--- src/verilog/conv_pkg.sv ---
package conv_pkg;

    // the kernel memory holds sixteen packed kernel words
    localparam int mem_awidth = 4;
    localparam int mem_depth = 1 << mem_awidth;

    // four signed lanes per word stand for two groups of two depths
    localparam int lane_nb = 4;
    localparam int lane_width = 8;
    localparam int word_width = lane_nb * lane_width;

    // the accumulator leaves headroom over the sum of many lane products
    localparam int acc_width = 24;

    // only the low half of the bias word carries the bias value
    localparam int bias_width = 16;

    // word addresses of the host registers
    localparam logic [1:0] reg_data = 2'd0;
    localparam logic [1:0] reg_wr_end = 2'd1;
    localparam logic [1:0] reg_rd_region = 2'd2;
    localparam logic [1:0] reg_status = 2'd3;

    typedef logic [mem_awidth-1:0] mem_addr_t;
    typedef logic [word_width-1:0] kernel_word_t;
    typedef logic signed [lane_width-1:0] lane_t;
    typedef logic signed [acc_width-1:0] acc_t;

    // one beat of pixels with lane 0 in the low bits of data
    typedef struct packed {
        kernel_word_t data;
        logic         last;
    } pix_beat_t;

    // the region start holds the bias and stop is the last kernel word read
    typedef struct packed {
        mem_addr_t start;
        mem_addr_t stop;
    } rd_region_t;

    typedef enum logic [1:0] {col_prime, col_run, col_hold} col_state_t;

endpackage

--- src/verilog/conv_column.sv ---
`timescale 1ns/10ps

module conv_column (
    input  logic                   clk,
    input  logic                   rst,
    input  logic                   rd_cfg_set,
    input  conv_pkg::kernel_word_t rd_data,
    input  conv_pkg::kernel_word_t rd_bias,
    output logic                   rd_data_rdy,
    input  conv_pkg::pix_beat_t    pix,
    input  logic                   pix_val,
    output logic                   pix_rdy,
    output conv_pkg::acc_t         res,
    output logic                   res_val,
    input  logic                   res_rdy
);

    conv_pkg::col_state_t state;
    logic [1:0]           prime_cnt;
    logic                 cfg_valid;
    logic                 beat_ok;
    conv_pkg::acc_t       acc;
    conv_pkg::acc_t       dot;
    conv_pkg::acc_t       bias;
    logic signed [2*conv_pkg::lane_width-1:0] prod [conv_pkg::lane_nb];

    // beats are refused while a region change is on the wires so no beat meets a stale kernel
    assign pix_rdy = (state == conv_pkg::col_run) && !rd_cfg_set;
    assign beat_ok = pix_val && pix_rdy;
    assign res_val = (state == conv_pkg::col_hold);

    // each accepted beat uses up one kernel word
    assign rd_data_rdy = beat_ok;

    // signed lane products summed into one dot product for this beat
    always_comb begin
        dot = '0;
        for (int i = 0; i < conv_pkg::lane_nb; i++) begin
            prod[i] = conv_pkg::lane_t'(pix.data[i*conv_pkg::lane_width +: conv_pkg::lane_width])
                * conv_pkg::lane_t'(rd_data[i*conv_pkg::lane_width +: conv_pkg::lane_width]);
            dot = dot + conv_pkg::acc_t'(prod[i]);
        end
    end

    // the bias lives sign extended in the low half of the bias word
    assign bias = conv_pkg::acc_t'($signed(rd_bias[conv_pkg::bias_width-1:0]));

    // prime_cnt covers the memory priming pops and the bias latch after a region change
    always_ff @(posedge clk) begin
        if (rst) begin
            state <= conv_pkg::col_prime;
            prime_cnt <= '0;
            cfg_valid <= 1'b0;
        end else begin
            if (rd_cfg_set) begin
                prime_cnt <= 2'd2;
                cfg_valid <= 1'b1;
            end else if (prime_cnt != 2'd0) begin
                prime_cnt <= prime_cnt - 2'd1;
            end
            case (state)
                conv_pkg::col_prime: begin
                    // nothing runs until a region has been set at least once
                    if (cfg_valid && (prime_cnt == 2'd0) && !rd_cfg_set) begin
                        state <= conv_pkg::col_run;
                    end
                end
                conv_pkg::col_run: begin
                    if (rd_cfg_set) begin
                        state <= conv_pkg::col_prime;
                    end else if (beat_ok && pix.last) begin
                        state <= conv_pkg::col_hold;
                    end
                end
                conv_pkg::col_hold: begin
                    // a region change seen while holding still primes once the result is taken
                    if (res_rdy) begin
                        if (rd_cfg_set || (prime_cnt != 2'd0)) begin
                            state <= conv_pkg::col_prime;
                        end else begin
                            state <= conv_pkg::col_run;
                        end
                    end
                end
                default: state <= conv_pkg::col_prime;
            endcase
        end
    end

    // the running sum restarts after every window and on every region change
    always_ff @(posedge clk) begin
        if (rst || rd_cfg_set) begin
            acc <= '0;
        end else if (beat_ok) begin
            acc <= pix.last ? '0 : acc + dot;
        end
    end

    // the result is formed on the last beat and then sits still until taken
    always_ff @(posedge clk) begin
        if (beat_ok && pix.last) begin
            res <= bias + acc + dot;
        end
    end

    // a stalled result keeps both its valid and its value
    a_res_hold: assert property (@(posedge clk) disable iff (rst)
        (res_val && !res_rdy) |=> (res_val && $stable(res)));

    // no beat is taken while the memory primes the new region
    a_prime_gap: assert property (@(posedge clk) disable iff (rst)
        rd_cfg_set |=> (!pix_rdy) [*3]);

endmodule

--- src/verilog/conv_top.sv ---
`timescale 1ns/10ps

module conv_top (
    input  logic                clk,
    input  logic                rst,
    input  logic                cyc,
    input  logic                stb,
    input  logic                we,
    input  logic [1:0]          adr,
    input  logic [31:0]         dat_w,
    output logic [31:0]         dat_r,
    output logic                ack,
    input  conv_pkg::pix_beat_t pix,
    input  logic                pix_val,
    output logic                pix_rdy,
    output conv_pkg::acc_t      res,
    output logic                res_val,
    input  logic                res_rdy
);

    // write side between the register block and the kernel memory
    conv_pkg::mem_addr_t    wr_cfg_end;
    logic                   wr_cfg_set;
    conv_pkg::kernel_word_t wr_data;
    logic                   wr_data_val;
    logic                   wr_data_rdy;

    // read region setup shared by the memory and the column
    conv_pkg::rd_region_t   rd_cfg;
    logic                   rd_cfg_set;

    // kernel words and bias handed from memory to the column
    conv_pkg::kernel_word_t rd_bias;
    conv_pkg::kernel_word_t rd_data;
    logic                   rd_data_rdy;

    kernel_cfg_regs u_regs (
        .clk         (clk),
        .rst         (rst),
        .cyc         (cyc),
        .stb         (stb),
        .we          (we),
        .adr         (adr),
        .dat_w       (dat_w),
        .dat_r       (dat_r),
        .ack         (ack),
        .wr_cfg_end  (wr_cfg_end),
        .wr_cfg_set  (wr_cfg_set),
        .wr_data     (wr_data),
        .wr_data_val (wr_data_val),
        .wr_data_rdy (wr_data_rdy),
        .rd_cfg      (rd_cfg),
        .rd_cfg_set  (rd_cfg_set)
    );

    kernel_mem u_mem (
        .clk         (clk),
        .rst         (rst),
        .wr_cfg_end  (wr_cfg_end),
        .wr_cfg_set  (wr_cfg_set),
        .wr_data     (wr_data),
        .wr_data_val (wr_data_val),
        .wr_data_rdy (wr_data_rdy),
        .rd_cfg      (rd_cfg),
        .rd_cfg_set  (rd_cfg_set),
        .rd_bias     (rd_bias),
        .rd_data     (rd_data),
        .rd_data_rdy (rd_data_rdy)
    );

    // a single column is fed from the memory in this slice
    conv_column u_col (
        .clk         (clk),
        .rst         (rst),
        .rd_cfg_set  (rd_cfg_set),
        .rd_data     (rd_data),
        .rd_bias     (rd_bias),
        .rd_data_rdy (rd_data_rdy),
        .pix         (pix),
        .pix_val     (pix_val),
        .pix_rdy     (pix_rdy),
        .res         (res),
        .res_val     (res_val),
        .res_rdy     (res_rdy)
    );

endmodule

--- src/verilog/kernel_cfg_regs.sv ---
`timescale 1ns/10ps

module kernel_cfg_regs (
    input  logic                   clk,
    input  logic                   rst,
    input  logic                   cyc,
    input  logic                   stb,
    input  logic                   we,
    input  logic [1:0]             adr,
    input  logic [31:0]            dat_w,
    output logic [31:0]            dat_r,
    output logic                   ack,
    output conv_pkg::mem_addr_t    wr_cfg_end,
    output logic                   wr_cfg_set,
    output conv_pkg::kernel_word_t wr_data,
    output logic                   wr_data_val,
    input  logic                   wr_data_rdy,
    output conv_pkg::rd_region_t   rd_cfg,
    output logic                   rd_cfg_set
);

    logic        access;
    logic        wr_access;
    logic        data_done;
    logic [31:0] rd_word;

    // a strobe is only served while ack is low so every access acts once
    assign access = cyc && stb && !ack;
    assign wr_access = access && we;

    // the kernel word is pushed straight from the bus and held there until the memory takes it
    assign wr_data_val = wr_access && (adr == conv_pkg::reg_data);
    assign wr_data = dat_w;
    assign data_done = !wr_data_val || wr_data_rdy;

    // a full memory holds back ack and so stalls the host
    always_ff @(posedge clk) begin
        if (rst) begin
            ack <= 1'b0;
        end else begin
            ack <= access && data_done;
        end
    end

    // configuration writes store the field and fire a one cycle pulse with it
    always_ff @(posedge clk) begin
        if (rst) begin
            wr_cfg_end <= '0;
            wr_cfg_set <= 1'b0;
            rd_cfg <= '0;
            rd_cfg_set <= 1'b0;
        end else begin
            wr_cfg_set <= wr_access && (adr == conv_pkg::reg_wr_end);
            rd_cfg_set <= wr_access && (adr == conv_pkg::reg_rd_region);
            if (wr_access && (adr == conv_pkg::reg_wr_end)) begin
                wr_cfg_end <= dat_w[conv_pkg::mem_awidth-1:0];
            end
            if (wr_access && (adr == conv_pkg::reg_rd_region)) begin
                rd_cfg.start <= dat_w[conv_pkg::mem_awidth-1:0];
                rd_cfg.stop <= dat_w[16 +: conv_pkg::mem_awidth];
            end
        end
    end

    // the data register is write only and reads back as zero
    always_comb begin
        rd_word = '0;
        case (adr)
            conv_pkg::reg_wr_end: rd_word[conv_pkg::mem_awidth-1:0] = wr_cfg_end;
            conv_pkg::reg_rd_region: begin
                rd_word[conv_pkg::mem_awidth-1:0] = rd_cfg.start;
                rd_word[16 +: conv_pkg::mem_awidth] = rd_cfg.stop;
            end
            conv_pkg::reg_status: rd_word[0] = wr_data_rdy;
            default: rd_word = '0;
        endcase
    end

    // read data is captured on the edge that raises ack
    always_ff @(posedge clk) begin
        if (access && !we) begin
            dat_r <= rd_word;
        end
    end

    // the slave always leaves a gap between two acknowledges
    a_ack_gap: assert property (@(posedge clk) disable iff (rst) ack |=> !ack);

endmodule

--- src/verilog/kernel_mem.sv ---
`timescale 1ns/10ps

module kernel_mem (
    input  logic                   clk,
    input  logic                   rst,
    input  conv_pkg::mem_addr_t    wr_cfg_end,
    input  logic                   wr_cfg_set,
    input  conv_pkg::kernel_word_t wr_data,
    input  logic                   wr_data_val,
    output logic                   wr_data_rdy,
    input  conv_pkg::rd_region_t   rd_cfg,
    input  logic                   rd_cfg_set,
    output conv_pkg::kernel_word_t rd_bias,
    output conv_pkg::kernel_word_t rd_data,
    input  logic                   rd_data_rdy
);

    conv_pkg::kernel_word_t mem [conv_pkg::mem_depth];

    conv_pkg::mem_addr_t wr_ptr;
    logic                wr_ptr_wrap;
    conv_pkg::mem_addr_t wr_end;
    logic                wr_end_wrap;
    logic                wr_push;
    logic [conv_pkg::mem_awidth:0] wr_free;

    logic                prime_1st;
    logic                prime_2nd;
    logic                prime_3rd;
    logic                rd_pop;
    conv_pkg::mem_addr_t rd_ptr;
    conv_pkg::mem_addr_t rd_base;
    conv_pkg::mem_addr_t rd_stop;

    // the ring is full when the pointer sits on the end address one lap behind it
    assign wr_data_rdy = !((wr_ptr_wrap != wr_end_wrap) && (wr_ptr == wr_end));
    assign wr_push = wr_data_val && wr_data_rdy;

    // free words from the pointer up to the end, which is a lap ahead when the wraps match
    assign wr_free = {~wr_end_wrap, wr_end} - {wr_ptr_wrap, wr_ptr};

    // out of reset the end sits a whole lap ahead of the pointer so all sixteen words are free
    always_ff @(posedge clk) begin
        if (rst) begin
            wr_end <= '0;
            wr_end_wrap <= 1'b0;
        end else if (wr_cfg_set) begin
            wr_end <= wr_cfg_end;
            // an end at or below the old one means the free space runs past the top of memory
            if (wr_cfg_end <= wr_end) begin
                wr_end_wrap <= ~wr_end_wrap;
            end
        end
    end

    always_ff @(posedge clk) begin
        if (rst) begin
            wr_ptr <= '0;
            wr_ptr_wrap <= 1'b0;
        end else if (wr_push) begin
            wr_ptr <= wr_ptr + 1'b1;
            if (wr_ptr == conv_pkg::mem_addr_t'(conv_pkg::mem_depth - 1)) begin
                wr_ptr_wrap <= ~wr_ptr_wrap;
            end
        end
    end

    always_ff @(posedge clk) begin
        if (wr_push) begin
            mem[wr_ptr] <= wr_data;
        end
    end

    // a new region primes with two pops
    // the first steps over the bias word and the second puts the first kernel word on rd_data
    // the third stage latches the bias once the kernel word is already out
    always_ff @(posedge clk) begin
        if (rst) begin
            prime_1st <= 1'b0;
            prime_2nd <= 1'b0;
            prime_3rd <= 1'b0;
        end else begin
            prime_1st <= rd_cfg_set;
            prime_2nd <= prime_1st && !rd_cfg_set;
            prime_3rd <= prime_2nd && !rd_cfg_set;
        end
    end

    assign rd_pop = prime_1st || prime_2nd || rd_data_rdy;

    always_ff @(posedge clk) begin
        if (rst) begin
            rd_base <= '0;
            rd_stop <= '0;
            rd_ptr <= '0;
        end else if (rd_cfg_set) begin
            rd_base <= rd_cfg.start;
            rd_stop <= rd_cfg.stop;
            rd_ptr <= rd_cfg.start;
        end else if (rd_pop) begin
            // the region stop wins over the top of memory
            // past the top the 4 bit pointer rolls over to zero by itself
            if (rd_ptr == rd_stop) begin
                rd_ptr <= rd_base + 1'b1;
            end else begin
                rd_ptr <= rd_ptr + 1'b1;
            end
        end
    end

    always_ff @(posedge clk) begin
        if (rd_pop) begin
            rd_data <= mem[rd_ptr];
        end
    end

    always_ff @(posedge clk) begin
        if (prime_3rd) begin
            rd_bias <= mem[rd_base];
        end
    end

    // in a forward region the read pointer never leaves start to stop
    a_rd_in_region: assert property (@(posedge clk) disable iff (rst)
        (rd_base < rd_stop) |-> ((rd_ptr >= rd_base) && (rd_ptr <= rd_stop)));

    // the write pointer never runs more than one whole ring behind the write end
    a_wr_in_range: assert property (@(posedge clk) disable iff (rst)
        wr_free <= conv_pkg::mem_depth);

    // the bias only moves in the few cycles after a region change
    a_bias_stable: assert property (@(posedge clk) disable iff (rst)
        (!$past(rd_cfg_set, 1) && !$past(rd_cfg_set, 2) && !$past(rd_cfg_set, 3)
            && !$past(rd_cfg_set, 4) && !$isunknown($past(rd_bias)))
        |-> $stable(rd_bias));

    // space only runs out because a word was pushed
    a_rdy_fall: assert property (@(posedge clk) disable iff (rst)
        $fell(wr_data_rdy) |-> $past(wr_push));

endmodule

--- config.mk ---
export PLATFORM = sky130hd
export DESIGN_NAME = conv_top
export DESIGN_NICKNAME = d
export VERILOG_FILES = /design/src/verilog/conv_pkg.sv /design/src/verilog/conv_column.sv /design/src/verilog/conv_top.sv /design/src/verilog/kernel_cfg_regs.sv /design/src/verilog/kernel_mem.sv
export SDC_FILE = /design/constraint.sdc
export NUM_CORES = 1
export LEC_CHECK = 0
export ABC_AREA = 1
export BUFFER_PORTS_ARGS = -buffer_cell sky130_fd_sc_hd__buf_2
export CAP_MARGIN = 25
export CORE_ASPECT_RATIO = 0.9
export CORE_MARGIN = 1.5
export CORE_UTILIZATION = 45
export CTS_CLUSTER_DIAMETER = 100
export DETAILED_ROUTE_END_ITERATION = 8
export HOLD_SLACK_MARGIN = 0.15
export PLACE_DENSITY = 0.72
export SLEW_MARGIN = 15
export SYNTH_ARGS = -nofsm -noshare
export SYNTH_HDL_FRONTEND = slang
export SYNTH_SLANG_ARGS = --single-unit
--- constraint.sdc ---
create_clock -name clk -period 38.3 [get_ports clk]
set_input_delay 5.745 -clock clk [delete_from_list [all_inputs] [get_ports clk]]
set_output_delay 5.745 -clock clk [all_outputs]
set_load 0.02 [all_outputs]
==> summary.txt <==
Top_reg_cell synth: edfxtp_1
CP most frequent cell: inv_1
Hold Path Depth: 1
CTS Buffer Depth: 3
Routed Antenna Nets: 0
Die Wd: 331.9 µm
Pre-antenna DRT Iters: 6
GRT Total Usage: 22.78%
Max Freq: 0.05962 GHz
Max-slew headroom: 32.06%
# resized after CTS: 0
Library cells used by synthesis: 58
Final setup violation count: 0
First-pass GRT wire length: 175900 µm
Mapped Cells: 4353
IO buf count: 108
CTS Buf Count: 71
Setup bufs post-CTS: 0
Status: finished, final reports clean
CP endpoint kind: register
Slew Limit Fails: 0
Area Overhead vs Synth: 8.681%
FF/Latch Area: 19170 µm²
Synth Warn #: 0
Flops & latches, synth: 661
Crit path launch type: input pin
Top Ports: 133
Area occupied by multi-input gates: 20440 µm²
Final Hold Viols: 0
Clock sink count: 661
Filler Cells Inserted: 8685
Post-synth ARST share: 0%
Kind of critical path: in2reg
Initial Utilization: 45.40%
Drt initial violations: 3190
Share of the synthesized area in the top cell type: 40.59%
Top-count cell post-synth: inv_1
Routed vias/inst: 5.449
H-tree Lvls: 3
Clock slew at reported path FFs: 0.06 ns
Post-synth top cells: 854 x inv_1, 592 x edfxtp_1, 542 x nand2_1
CP max FO: 8
Seq/Total Area, Yosys: 43.74%
Max Cap Viol: 0
Share of layout cells above drive strength 1: 7.579%
Final period util: 43.79%
Die outline height: 299.0 µm
Core Region: 96480 µm²
Number of global-route vias before repair: 30871
Setup tns final: 0 ns
Die ar.: 99210 µm²
Critical Path RT: 38.67 ns
Detailed placer's ending HPWL: 75810 µm
CP max-delay cell: fa_1
Worst r2r path cells: 43
Slowest cell delay on critical path: 0.63 ns
Drt drc: 0
Largest cells by area after synthesis: edfxtp_1 41%, fa_1 16%, inv_1 7.3%, ha_1 5.2%, nand2_1 4.6%
CTS Root Buffer Type: clkbuf_16
Worst-margin pin slew: 1.019 ns
Clk_lat worst skew: 0.63 ns
Final #Nets: 4953
WL final: 112600 µm
Num rows: 108
Overflow after GRT: 0
Number of synthesized flops with an enable pin: 592
Initial antenna violation count: 22
Clock Skew: 0.04029 ns
Area leader, netlist: edfxtp_1
Wirelength per Cell: 19.82 µm
Synthesized area: 43800 µm²
Gpl congestion: 0.9266
CTS tree: done
WP data arrival: 17.14 ns
Avg Synthesized Cell Area: 10.06 µm²
Vias: 30950
Largest net degree at the start of global routing: 103
RSZ-0062 raised after global routing: no
Hold Path Class: reg2reg
Cts hold-fix bufs: 0
Final min period: 16.77 ns
registers in the layout, summed over array words and instances (netlist names), 4 cells and up:
name               cells
u_col.acc             24
u_col.res             24
u_mem.mem            512
u_mem.rd_base          4
u_mem.rd_bias         16
u_mem.rd_data         32
u_mem.rd_ptr           4
u_mem.rd_stop          4
u_mem.wr_end           4
u_mem.wr_ptr           4
u_regs.dat_r           8
u_regs.rd_cfg          8
u_regs.wr_cfg_end      4
worst paths after layout:
| path | from | end | slack (ns) |
|---|---|---|---|
| setup / recovery | pix[24] | u_col.res[23] | 21.53 |
| hold / removal | u_col.prime_cnt[0] | u_col.prime_cnt[0] | 0.45 |
| setup reg to reg | u_mem.rd_data[8] | u_col.res[23] | 26.10 |
| hold reg to reg | u_col.prime_cnt[0] | u_col.prime_cnt[0] | 0.45 |
routing by layer:
metal | part of all wire [%] | wire [µm] | GRT usage, % | up-vias
met5 | 0.14 | 160 | 0 | -
met4 | 2.4 | 2744 | 6.302 | 24
li1 | - | - | - | 14313
met3 | 8.3 | 9307 | 4.224 | 210
met2 | 48 | 53500 | 37.95 | 1234
met1 | 42 | 46890 | 30.59 | 15169
through the flow:
stage | utilization (%) | std cells | hold WS, ns | setup WS (ns) | instance area (µm²)
after floorplan | - | 4376 | 0.4253 | 21.81 | 43890
after global placement | 46.93 | 5543 | 0.4331 | 21.06 | 45280
after detailed placement | 46.93 | 5543 | 0.4404 | 20.93 | 45280
after CTS | 49.32 | 5672 | 0.4510 | 21.57 | 47580
after global routing | 49.33 | 5676 | 0.4749 | 20.77 | 47590
final | 49.34 | 5680 | 0.4462 | 21.53 | 47600
critical path, delay by kind of cell:
family | cells | cell delay, ns
fa+ha+maj | 16 | 7.58
simple gates | 9 | 1.56
buf+inv | 15 | 1.15
compound gates | 3 | 0.56
xor+xnor | 3 | 0.55
logic make-up after synthesis:
family                     Yosys count  synth area share, %
buffers and inverters             1112                10.05
muxes                              128                2.925
DFF                                661                43.74
adders and majority gates          528                21.03
xor gates and xnor gates            73                1.460
other                                1             0.008562
and+or+nand+nor                    892                8.404
AOI/OAI and AO/OA                  958                12.38
area by class of cell:
type                            instances  share of cell area [%]
Timing Repair Buffer                  145                   1.719
Inverter                              869                   6.858
Sequential cell                       661                   40.28
Multi-Input combinational cell       2603                   42.94
Antenna cell                            8                 0.04206
Tap cell                             1265                   3.325
Clock buffer                           94                   4.108
Clock inverter                         35                  0.7255
cell usage in the layout, fill, tap and decap left out, types with 5 or more instances in the layout:
master / netlist / final
inv_2: 12 / 16
o221ai_1: 51 / 51
o21bai_1: 10 / 10
o22ai_1: 9 / 9
edfxtp_1: 592 / 592
nand2_1: 542 / 542
dfxtp_1: 69 / 63
a31oi_1: 7 / 7
nand4_1: 19 / 19
inv_1: 854 / 850
nor2_1: 180 / 164
fa_1: 347 / 347
o211ai_1: 104 / 104
ha_1: 181 / 181
o21ai_0: 400 / 400
a21oi_1: 300 / 300
nor2_4: 1 / 16
xor2_1: 51 / 51
diode_2: 0 / 8
clkinv_2: 0 / 6
buf_4: 42 / 37
conb_1: 1 / 24
o21ai_1: 41 / 41
or2_2: 19 / 19
buf_2: 46 / 108
clkbuf_16: 0 / 73
clkbuf_8: 0 / 5
mux2i_1: 128 / 128
clkbuf_1: 150 / 16
nor2_2: 4 / 5
a21o_1: 9 / 9
xnor2_1: 22 / 22
clkinv_1: 2 / 16
nand3_1: 82 / 82
nor3_1: 18 / 18
nand2_2: 7 / 7
o21ai_2: 5 / 5
Power is left out: the tool's default activity adds up to more than one toggle a clock period on the data nets, which glitch-free logic cannot reach.
